**src/verilog/mem_pkg.sv**
```systemverilog
// Memory request port constants
// Word address width, burst limits, read timeout and write-burst FSM states
`default_nettype none

package mem_pkg;

    localparam int WORD_ADDR_WID = 16;

    // Longest INCR burst built from consecutive writes
    localparam int MAX_BURST_LEN = 16;

    // Bursts closed but not yet issued on AW
    localparam int BURST_CTXT_DEPTH = 32;

    // Cycles a read waits for its R beat
    localparam int RD_TIMEOUT = 64;

    // Write-burst grouping FSM
    typedef enum logic [1:0] {
        RESET,
        BURST_START,
        BURST
    } wr_state_t;

endpackage : mem_pkg

`default_nettype wire

```
**src/verilog/axi3_pkg.sv**
```systemverilog
// AXI3 manager-side constants
// Transfer-size encoding, data width, address and burst-length widths
`default_nettype none

package axi3_pkg;

    // AxSIZE encoding, bytes per beat
    typedef enum logic [2:0] {
        SIZE_1BYTE    = 3'd0,
        SIZE_2BYTES   = 3'd1,
        SIZE_4BYTES   = 3'd2,
        SIZE_8BYTES   = 3'd3,
        SIZE_16BYTES  = 3'd4,
        SIZE_32BYTES  = 3'd5,
        SIZE_64BYTES  = 3'd6,
        SIZE_128BYTES = 3'd7
    } axsize_t;

    // Full 8-byte beats on the peripheral side
    localparam axsize_t SIZE = SIZE_8BYTES;

    localparam int DATA_BYTES   = 2 ** int'(SIZE);
    localparam int DATA_WID     = DATA_BYTES * 8;
    // Word to byte address shift
    localparam int BYTE_SEL_WID = $clog2(DATA_BYTES);

    localparam int AXI_ADDR_WID = 32;
    localparam int AXI_LEN_WID  = 4;

    // Byte base of the peripheral window, a power of two
    localparam logic [AXI_ADDR_WID-1:0] BASE_ADDR = 32'h1000_0000;

endpackage : axi3_pkg

`default_nettype wire
```
**src/verilog/axi3_from_mem_adapter.sv**
```systemverilog
// Memory request port to AXI3 manager adapter, top level
// Write burst builder and single-beat read path side by side
`default_nettype none

module axi3_from_mem_adapter (
    input  logic                              clk,
    input  logic                              srst,

    // Memory write port
    input  logic                              wr_req,
    input  logic                              wr_en,
    input  logic [mem_pkg::WORD_ADDR_WID-1:0] wr_addr,
    input  logic [axi3_pkg::DATA_WID-1:0]     wr_data,
    output logic                              wr_rdy,
    output logic                              wr_ack,

    // Memory read port
    input  logic                              rd_req,
    input  logic [mem_pkg::WORD_ADDR_WID-1:0] rd_addr,
    output logic                              rd_rdy,
    output logic                              rd_ack,
    output logic [axi3_pkg::DATA_WID-1:0]     rd_data,

    // AXI3 write channels
    output logic                              awvalid,
    output logic [axi3_pkg::AXI_ADDR_WID-1:0] awaddr,
    output logic [axi3_pkg::AXI_LEN_WID-1:0]  awlen,
    input  logic                              awready,
    output logic                              wvalid,
    output logic [axi3_pkg::DATA_WID-1:0]     wdata,
    output logic                              wlast,
    input  logic                              wready,
    input  logic                              bvalid,
    output logic                              bready,

    // AXI3 read channels
    output logic                              arvalid,
    output logic [axi3_pkg::AXI_ADDR_WID-1:0] araddr,
    input  logic                              arready,
    input  logic                              rvalid,
    input  logic [axi3_pkg::DATA_WID-1:0]     rdata,
    output logic                              rready
);

    wr_burst_builder wr_i (
        .clk     (clk),
        .srst    (srst),
        .wr_req  (wr_req),
        .wr_en   (wr_en),
        .wr_addr (wr_addr),
        .wr_data (wr_data),
        .wr_rdy  (wr_rdy),
        .wr_ack  (wr_ack),
        .awvalid (awvalid),
        .awaddr  (awaddr),
        .awlen   (awlen),
        .awready (awready),
        .wvalid  (wvalid),
        .wdata   (wdata),
        .wlast   (wlast),
        .wready  (wready),
        .bvalid  (bvalid),
        .bready  (bready)
    );

    rd_single_beat rd_i (
        .clk     (clk),
        .srst    (srst),
        .rd_req  (rd_req),
        .rd_addr (rd_addr),
        .rd_rdy  (rd_rdy),
        .rd_ack  (rd_ack),
        .rd_data (rd_data),
        .arvalid (arvalid),
        .araddr  (araddr),
        .arready (arready),
        .rvalid  (rvalid),
        .rdata   (rdata),
        .rready  (rready)
    );

endmodule : axi3_from_mem_adapter

`default_nettype wire

```
**src/verilog/rd_single_beat.sv**
```systemverilog
// Read path of the memory to AXI3 adapter
// One outstanding single-beat read with a response timeout
`default_nettype none

module rd_single_beat (
    input  logic                              clk,
    input  logic                              srst,
    input  logic                              rd_req,
    input  logic [mem_pkg::WORD_ADDR_WID-1:0] rd_addr,
    output logic                              rd_rdy,
    output logic                              rd_ack,
    output logic [axi3_pkg::DATA_WID-1:0]     rd_data,
    output logic                              arvalid,
    output logic [axi3_pkg::AXI_ADDR_WID-1:0] araddr,
    input  logic                              arready,
    input  logic                              rvalid,
    input  logic [axi3_pkg::DATA_WID-1:0]     rdata,
    output logic                              rready
);
    import axi3_pkg::*;
    import mem_pkg::*;

    localparam int RD_TIMER_WID = $clog2(RD_TIMEOUT);

    logic                    rd_accept;
    logic                    rd_pending;
    logic                    r_fire;
    logic                    rd_timeout;
    logic [RD_TIMER_WID-1:0] rd_timer;

    assign rd_rdy    = !rd_pending;
    assign rd_accept = rd_req && rd_rdy;
    assign r_fire    = rvalid && rready;

    // ------------------------------------------------------------------------
    // Request
    // ------------------------------------------------------------------------
    always_ff @(posedge clk) begin
        if (srst) begin
            rd_pending <= 1'b0;
            arvalid    <= 1'b0;
        end else begin
            if (rd_accept) begin
                rd_pending <= 1'b1;
            end else if (rd_ack) begin
                rd_pending <= 1'b0;
            end
            if (rd_accept) begin
                arvalid <= 1'b1;
            end else if (arready || rd_timeout) begin
                arvalid <= 1'b0;
            end
        end
    end

    always_ff @(posedge clk) begin
        if (rd_accept) begin
            araddr <= BASE_ADDR + (AXI_ADDR_WID'(rd_addr) << BYTE_SEL_WID);
        end
    end

    // ------------------------------------------------------------------------
    // Timeout
    // ------------------------------------------------------------------------
    always_ff @(posedge clk) begin
        if (srst) begin
            rd_timer <= '0;
        end else if (rd_pending) begin
            rd_timer <= rd_timer + 1'b1;
        end else begin
            rd_timer <= '0;
        end
    end

    // Only while still waiting for R; a beat in the last cycle wins
    assign rd_timeout = rready && rd_pending && !rvalid &&
                        (rd_timer == RD_TIMER_WID'(RD_TIMEOUT - 1));

    // ------------------------------------------------------------------------
    // Response
    // ------------------------------------------------------------------------
    always_ff @(posedge clk) begin
        if (srst) begin
            rready <= 1'b0;
            rd_ack <= 1'b0;
        end else begin
            if (rd_accept) begin
                rready <= 1'b1;
            end else if (rd_pending) begin
                if (r_fire || rd_timeout) begin
                    rready <= 1'b0;
                end
            end else begin
                // Drain a late beat left over from a timed-out read
                rready <= rvalid;
            end
            rd_ack <= rd_timeout || (r_fire && rd_pending);
        end
    end

    always_ff @(posedge clk) begin
        if (r_fire && rd_pending) begin
            rd_data <= rdata;
        end else if (rd_timeout) begin
            rd_data <= '0;
        end
    end

endmodule : rd_single_beat

`default_nettype wire

```
**src/verilog/wr_burst_builder.sv**
```systemverilog
// Write path of the memory to AXI3 adapter
// Groups consecutive word writes into INCR bursts and drives AW, W and B
`default_nettype none

module wr_burst_builder (
    input  logic                             clk,
    input  logic                             srst,
    input  logic                             wr_req,
    input  logic                             wr_en,
    input  logic [mem_pkg::WORD_ADDR_WID-1:0] wr_addr,
    input  logic [axi3_pkg::DATA_WID-1:0]    wr_data,
    output logic                             wr_rdy,
    output logic                             wr_ack,
    output logic                             awvalid,
    output logic [axi3_pkg::AXI_ADDR_WID-1:0] awaddr,
    output logic [axi3_pkg::AXI_LEN_WID-1:0] awlen,
    input  logic                             awready,
    output logic                             wvalid,
    output logic [axi3_pkg::DATA_WID-1:0]    wdata,
    output logic                             wlast,
    input  logic                             wready,
    input  logic                             bvalid,
    output logic                             bready
);
    import axi3_pkg::*;
    import mem_pkg::*;

    wr_state_t                wr_state;
    wr_state_t                nxt_wr_state;
    logic                     wr_accept;
    logic                     burst_reset;
    logic                     burst_inc;
    logic                     burst_done;
    logic [WORD_ADDR_WID-1:0] burst_addr;
    logic [WORD_ADDR_WID-1:0] burst_addr_nxt;
    logic [AXI_LEN_WID-1:0]   burst_len;

    logic                     data_vld;
    logic                     ctxt_vld;
    logic [WORD_ADDR_WID-1:0] ctxt_addr;
    logic [AXI_LEN_WID-1:0]   ctxt_len;

    logic                     aw_fire;
    logic                     w_fire;
    logic                     w_last_fire;
    logic                     aw_done;
    logic                     w_done;
    logic                     sop;
    logic [AXI_LEN_WID-1:0]   beat_cnt;
    logic                     burst_retire;

    // ------------------------------------------------------------------------
    // Write data buffer
    // ------------------------------------------------------------------------
    sync_fifo #(
        .WIDTH (DATA_WID),
        .DEPTH (MAX_BURST_LEN)
    ) data_fifo_i (
        .clk     (clk),
        .srst    (srst),
        .wr      (wr_req && wr_en),
        .wr_rdy  (wr_rdy),
        .wr_data (wr_data),
        .rd      (w_fire),
        .rd_vld  (data_vld),
        .rd_data (wdata)
    );

    assign wr_accept = wr_req && wr_en && wr_rdy;

    // ------------------------------------------------------------------------
    // Burst grouping FSM
    // ------------------------------------------------------------------------
    always_ff @(posedge clk) begin
        if (srst) begin
            wr_state <= RESET;
        end else begin
            wr_state <= nxt_wr_state;
        end
    end

    always_comb begin
        nxt_wr_state = wr_state;
        burst_reset  = 1'b0;
        burst_inc    = 1'b0;
        burst_done   = 1'b0;
        case (wr_state)
            RESET, BURST_START: begin
                burst_reset = 1'b1;
                if (wr_accept) begin
                    nxt_wr_state = BURST;
                end else begin
                    nxt_wr_state = BURST_START;
                end
            end
            BURST: begin
                if (wr_accept) begin
                    // Extend on the next word, else close and open a new one
                    if (wr_addr == burst_addr_nxt &&
                        burst_len < AXI_LEN_WID'(MAX_BURST_LEN - 1)) begin
                        burst_inc = 1'b1;
                    end else begin
                        burst_done = 1'b1;
                    end
                end else begin
                    // Idle cycle closes the open burst
                    burst_done   = 1'b1;
                    nxt_wr_state = BURST_START;
                end
            end
            default: begin
                nxt_wr_state = RESET;
            end
        endcase
    end

    // Open burst start, next expected word and length minus one
    always_ff @(posedge clk) begin
        if (burst_reset || burst_done) begin
            burst_addr     <= wr_addr;
            burst_addr_nxt <= wr_addr + 1'b1;
            burst_len      <= '0;
        end else if (burst_inc) begin
            burst_addr_nxt <= burst_addr_nxt + 1'b1;
            burst_len      <= burst_len + 1'b1;
        end
    end

    // Closed bursts wait here; the head is held until both AW and W finish
    sync_fifo #(
        .WIDTH (WORD_ADDR_WID + AXI_LEN_WID),
        .DEPTH (BURST_CTXT_DEPTH)
    ) ctxt_fifo_i (
        .clk     (clk),
        .srst    (srst),
        .wr      (burst_done),
        .wr_rdy  (),
        .wr_data ({burst_addr, burst_len}),
        .rd      (burst_retire),
        .rd_vld  (ctxt_vld),
        .rd_data ({ctxt_addr, ctxt_len})
    );

    // ------------------------------------------------------------------------
    // AW and W channels
    // ------------------------------------------------------------------------
    // AW rises together with the first beat and then holds until accepted
    assign awvalid = ctxt_vld && !aw_done && (data_vld || !sop || w_done);
    assign awaddr  = BASE_ADDR + (AXI_ADDR_WID'(ctxt_addr) << BYTE_SEL_WID);
    assign awlen   = ctxt_len;

    // Beats of the next burst wait until this one is retired
    assign wvalid = ctxt_vld && !w_done && data_vld;
    assign wlast  = (beat_cnt == ctxt_len);

    assign aw_fire      = awvalid && awready;
    assign w_fire       = wvalid && wready;
    assign w_last_fire  = w_fire && wlast;
    assign burst_retire = (aw_done || aw_fire) && (w_done || w_last_fire);

    always_ff @(posedge clk) begin
        if (srst) begin
            aw_done  <= 1'b0;
            w_done   <= 1'b0;
            sop      <= 1'b1;
            beat_cnt <= '0;
        end else begin
            if (burst_retire) begin
                aw_done <= 1'b0;
                w_done  <= 1'b0;
            end else begin
                if (aw_fire) begin
                    aw_done <= 1'b1;
                end
                if (w_last_fire) begin
                    w_done <= 1'b1;
                end
            end
            if (w_last_fire) begin
                beat_cnt <= '0;
                sop      <= 1'b1;
            end else if (w_fire) begin
                beat_cnt <= beat_cnt + 1'b1;
                sop      <= 1'b0;
            end
        end
    end

    // Each beat is acknowledged as it crosses W
    assign wr_ack = w_fire;

    // Responses are always taken; bvalid and its code carry no state here
    assign bready = 1'b1;

endmodule : wr_burst_builder

`default_nettype wire

```
**src/verilog/sync_fifo.sv**
```systemverilog
// Synchronous first-word-fall-through FIFO
// Circular buffer with an occupancy count, full and valid flags
`default_nettype none

module sync_fifo #(
    parameter int WIDTH = axi3_pkg::DATA_WID,
    parameter int DEPTH = mem_pkg::MAX_BURST_LEN
) (
    input  logic             clk,
    input  logic             srst,
    input  logic             wr,
    output logic             wr_rdy,
    input  logic [WIDTH-1:0] wr_data,
    input  logic             rd,
    output logic             rd_vld,
    output logic [WIDTH-1:0] rd_data
);

    localparam int PTR_WID = (DEPTH > 1) ? $clog2(DEPTH) : 1;
    localparam int CNT_WID = $clog2(DEPTH + 1);

    logic [WIDTH-1:0]   mem [DEPTH];
    logic [PTR_WID-1:0] wr_ptr;
    logic [PTR_WID-1:0] rd_ptr;
    logic [CNT_WID-1:0] count;
    logic               push;
    logic               pop;

    // Pointer advance with wrap at DEPTH
    function automatic logic [PTR_WID-1:0] ptr_inc(input logic [PTR_WID-1:0] ptr);
        if (ptr == PTR_WID'(DEPTH - 1)) begin
            return '0;
        end
        return ptr + 1'b1;
    endfunction

    assign wr_rdy = (count < CNT_WID'(DEPTH));
    assign rd_vld = (count != '0);
    assign push   = wr && wr_rdy;
    assign pop    = rd && rd_vld;

    // Head word is always presented
    assign rd_data = mem[rd_ptr];

    always_ff @(posedge clk) begin
        if (push) begin
            mem[wr_ptr] <= wr_data;
        end
    end

    always_ff @(posedge clk) begin
        if (srst) begin
            wr_ptr <= '0;
            rd_ptr <= '0;
            count  <= '0;
        end else begin
            if (push) begin
                wr_ptr <= ptr_inc(wr_ptr);
            end
            if (pop) begin
                rd_ptr <= ptr_inc(rd_ptr);
            end
            case ({push, pop})
                2'b10:   count <= count + 1'b1;
                2'b01:   count <= count - 1'b1;
                default: count <= count;
            endcase
        end
    end

endmodule : sync_fifo

`default_nettype wire

```
**config.mk**
```make
export PLATFORM = sky130hd
export DESIGN_NAME = axi3_from_mem_adapter
export DESIGN_NICKNAME = d
export VERILOG_FILES = /design/src/verilog/mem_pkg.sv /design/src/verilog/axi3_pkg.sv /design/src/verilog/axi3_from_mem_adapter.sv /design/src/verilog/rd_single_beat.sv /design/src/verilog/wr_burst_builder.sv /design/src/verilog/sync_fifo.sv
export SDC_FILE = /design/constraint.sdc
export NUM_CORES = 1
export LEC_CHECK = 0
export BUFFER_PORTS_ARGS = -buffer_cell sky130_fd_sc_hd__buf_2
export CORE_ASPECT_RATIO = 0.9
export CORE_MARGIN = 5
export CORE_UTILIZATION = 40
export CTS_BUF_LIST = sky130_fd_sc_hd__clkbuf_16
export DETAILED_ROUTE_END_ITERATION = 10
export PLACE_DENSITY = 0.66
export SYNTH_ARGS = -nofsm -noshare
export SYNTH_HDL_FRONTEND = slang
export SYNTH_SLANG_ARGS = --single-unit
```
**constraint.sdc**
```tcl
create_clock -name clk -period 11.4 [get_ports clk]
set_input_delay 0.57 -clock clk [delete_from_list [all_inputs] [get_ports clk]]
set_output_delay 0.57 -clock clk [all_outputs]
set_load 0.005 [all_outputs]
```
# Word-level counts from Yosys, hierarchy flattened
# Memory sizes are Yosys's and may differ from the RTL's. A register that Yosys moved wholly into a read port is not among the register bits.
# Index checks and enable logic that the tools add are counted.
# op_classes
addsub	15
reduce_logical	46
muxes	51
n_lt_le_gt_ge	3
eq_ne	15
n_bitwise	1
# op_table
cell	count
64-bit two-way mux	2
29-bit by 19-bit adder with 30-bit output (first input constant)	2
16-bit by 1-bit adder with 16-bit output (second input constant)	2
16-bit two-way mux	2
1-bit two-way mux	30
5-bit two-way mux	6
4-bit two-way mux	6
1-bit logical AND	20
4-bit by 1-bit adder with 4-bit output (second input constant)	4
16-bit equality test	1
5-bit by 1-bit adder with 5-bit output (second input constant)	3
6-bit by 1-bit adder with 6-bit output (second input constant)	2
6-bit case mux with 2 select lines	1
2-bit nonzero test	6
5-bit equality test (second input constant)	2
5-bit case mux with 2 select lines	1
4-bit equality test (second input constant)	2
1-bit logical OR	8
2-bit OR reduction	4
2-bit by 1-bit equality test with 1-bit output (second input constant)	3
2-bit equality test (second input constant)	3
6-bit equality test (second input constant)	1
6-bit < comparator (second input constant)	1
6-bit nonzero test	1
other kinds (13)	18
# word_totals
ramBits	1664
memories	2
inputBits	170
output_inout_bits	206
register_bits	180
word_cells	154
# mem_list
memory	words	word_bits	read_ports	rd_clocked_by_memory_dff	write_ports	line	text
wr_i.data_fifo_i.mem	16	64	1	1	1	sync_fifo.sv:22	logic [WIDTH-1:0] mem [DEPTH];
wr_i.ctxt_fifo_i.mem	32	20	1	1	1	sync_fifo.sv:22	

# Depth between registers and ports, before layout
# logic_depth
word_depth	13
depth_mapped	20
ltp_nobuf	17

# Modules after synthesis
# Synthesis repeated with hierarchy kept, for this count alone.
# unflattened
cells_unflattened	3287
area_unflattened_um2	70470.1
# modules_own_cells
mod	n_inst	cells_each	seq_area_each_um2	area_per_inst_um2
sync_fifo (wr_i.data_fifo_i)	1	1684	31089.8	39208.9
sync_fifo (wr_i.ctxt_fifo_i)	1	1143	19638.8	25246.7
rd_single_beat	1	213	2602.5	3462.1
wr_burst_builder	1	247	1221.2	2552.4

# Least setup slack after synthesis
# OpenSTA, ideal clock, no wires.
# synth_path
kind	input -> register
start	input wr_req
end	memory wr_i.data_fifo_i.mem[3][0] (netlist bit) (enable)
stages	4
setup_slack_ps	5329
t_required_ps	10835
path_buffers	1
arrival_time_ps	5507
path_cell_list	and3_1 clkbuf_1 nand2_1 nor3_1
# synth_between
elab_chain_len	4
# synth_rtl
item	line	text
start, declared	axi3_from_mem_adapter.sv:10	input logic wr_req,
1-bit logical AND	wr_burst_builder.sv:61	.wr (wr_req && wr_en),
1-bit logical AND	sync_fifo.sv:39	assign push = wr && wr_rdy;
1-bit two-way mux	sync_fifo.sv:46	if (push) begin
1-bit two-way mux (implied by the code)	sync_fifo.sv:47	mem[wr_ptr] <= wr_data;
end, declared	sync_fifo.sv:22	
# Every way passes these cells.

==> run summary <==
Status: complete, no violations
Cell variety after synth: 52
Cell area after synthesis: 70500 µm²
Final Critical Period: 5.94 ns
Vias in the first global route: 33900
Commonest cells in the synthesized netlist: edfxtp_1 (1776), mux4_2 (500), clkbuf_1 (99), nor2_1 (93), and2_1 (65)
Worst-Margin Slew: 1.21 ns
FF+latch count, synth: 1837
Gr ovfl total: 0
1st-pass router iterations: 6
Antenna violations before repair: 23
P_leak: 25.7 nW
Setup Slack @ Placement: 5.40 ns
Synth area leaders: edfxtp_1 (76%), mux4_2 (16%), dfxtp_1 (1.7%)
Synth area leader: edfxtp_1
Die area: 185000 µm²
Ports: 376
Syn Area/Cell: 22.8 µm²
Dpl hpwl: 88100 µm
Final nets: 3801
Clk Tree Root Cell: clkbuf_16
Core Area: 176000 µm²
Ys flop type: edfxtp_1
Rows: 146
Area Growth Syn to Fin: 16.1%
Register area share after synthesis: 77.4%
Critical path required time: 12.10 ns
Clock-pin slew on the worst setup and hold paths: 0.06 ns
First-pass GRT wire length: 233000 µm
Hold Vio Cnt, Final: 0
Peak Freq: 0.168 GHz
Final Hold Slack: 0.0720 ns
Clock latency at the later pin of the worst-skew pair: 0.82 ns
CP Data Arrival Time: 6.64 ns
Port Buffers: 341
Crit-path max FO: 51
CTS Hold Buffers Added: 51
Post-synth EDFFs: 1776
Setup-failing EPs final: 0
Share of flip-flops with an asynchronous set or reset: 0%
Pwr dens: 167 nW/µm²
Fin crit share: 52.1%
Final core utilization: 46.6%
RSZ-0062 raised after global routing: false
Routability cong.: 0.790
Total GRT Usage: 17.1%
Most instantiated library cell after synthesis: edfxtp_1
Maxcap violations: 0
Initial Utilization: 40.1%
DR vias: 33200
TritonCTS clock tree: built
Residual DRC count: 0
Die Y: 408 µm
Post-route worst setup slack: 5.46 ns
Die width: 452 µm
CP Capture Type: register
Post-CTS setup buffers: 0
Layout cells sized above 1: 33.7%
Ys Warns: 0
Crit path launch type: register
Max-slew violations: 0
Clock Tree Buf Depth: 3
Post_cts resized: 0
Critical path type: reg -> reg
Vias per cell: 5.42
Total power: 13.7 mW
Sink Count: 1837
Remaining antenna violation count: 0
Initial DRC count: 3310
Mapped Cells: 3093
Maximum vdd drop: 0.000166 V
Share of the synthesized area in the top cell type: 75.7%
Sum Neg Setup Slack: 0 ns
Worst hold path class: in -> reg
Total wire length: 159000 µm
Max Clock Skew: 0.0604 ns
H-tree levels: 4
TritonCTS Buffers: 182
Wirelength per Cell: 26.0 µm
Max-slew headroom at the worst pin: 19.5%
Largest net degree at the start of global routing: 112
flip-flops by register name, summed over array words and instances, names as in the netlist, 6 cells and up, named ones only:
| register | flops |
|---|---|
| wr_i.data_fifo_i.mem | 1024 |
| wr_i.ctxt_fifo_i.mem | 640 |
| rd_i.rd_data | 64 |
| rd_i.araddr | 16 |
| wr_i.burst_addr | 16 |
| wr_i.burst_addr_nxt | 16 |
| rd_i.rd_timer | 6 |
| wr_i.ctxt_fifo_i.count | 6 |
through the flow:
| stage | instances | instance area (µm²) |
|---|---|---|
| floorplan | 3124 | 70600 |
| finish | 6127 | 81800 |
| global route | 6122 | 81800 |
| global placement | 5737 | 75300 |
| detailed placement | 5737 | 75300 |
| CTS | 6121 | 81800 |
final timing paths:
path	startpoint	to	slack [ns]	cells after the start
max reg2reg	register	wr_i.ctxt_fifo_i.count[5]$_SDFFE_PP0P_	5.46	18
min	wr_addr[10]	wr_i.burst_addr[10]$_DFFE_PP_	0.07	1
min reg2reg	rd_i.rd_ack$_SDFF_PP0_	rd_i.rd_pending$_SDFFE_PP0P_	0.44	1
max	register	wr_i.ctxt_fifo_i.count[5]$_SDFFE_PP0P_	5.46	18
cells by family (layout without fill, tap and decap cells):
family                   after synthesis  after routing  synth area share (%)
flip-flops                          1837           1837                  77.4
multiplexers                         566            566                  17.0
AND/OR/NAND/NOR                      291            291                  2.09
buffers and inverters                209            838                  1.32
AO/OA/AOI/OAI                         99             99                 0.922
XOR/XNOR                              62             62                 0.771
adder cells (fa/ha/maj)               27             27                 0.501
other                                  2             39                0.0107
report_power, final:
part / switching [mW] / internal [mW]
clock: 2.57 / 3.34
sequential: 0.0515 / 7.44
combinational: 0.155 / 0.108
layer usage:
metal | track usage, % | share of wire (%)
met1 | 23.7 | 41
met2 | 27.7 | 49
met3 | 3.83 | 7.5
met4 | 4.12 | 2.0
met5 | 0 | 0.038
placed cells by master, fill, tap and decap left out, drive strengths merged, types with 25 or more instances in the layout:
| cell type | count |
|---|---|
| edfxtp | 1776 |
| mux4 | 500 |
| buf | 426 |
| clkbuf | 182 |
| nor2 | 94 |
| clkinv | 83 |
| inv | 73 |
| and2 | 65 |
| dfxtp | 61 |
| dlygate4sd3 | 51 |
| mux2i | 47 |
| xor2 | 41 |
| a21oi | 39 |
| nand2 | 39 |
| conb | 33 |
| ha | 25 |
worst max-delay path, cell delays in order, from the launching register on:
cell and delay (ns):
dfxtp_4 0.75, buf_4 0.67, buf_4 0.75, mux2i_1 0.18, a22oi_1 0.26, a21oi_1 0.11
nor4_1 0.63, xnor2_1 0.29, a41oi_4 0.23, nor2_1 0.18, ha_1 0.29, ha_1 0.27
a21o_1 0.17, a21oi_1 0.21, o21bai_1 0.09, a21oi_1 0.17, xnor2_1 0.10, or3_1 0.31
a21oi_1 0.15
area by class of cell:
type                       count  area (µm²)
antenna                        6        15.0
clock buffer                 182        4550
clock inverter               151        1420
fill                       14300       93700
inverter                      28         105
multi-input combinational   1078       15300
sequential                  1837       54600
tap                         2368        2960
timing repair buffer         477        2880
Power figures use the tool's default switching activity.
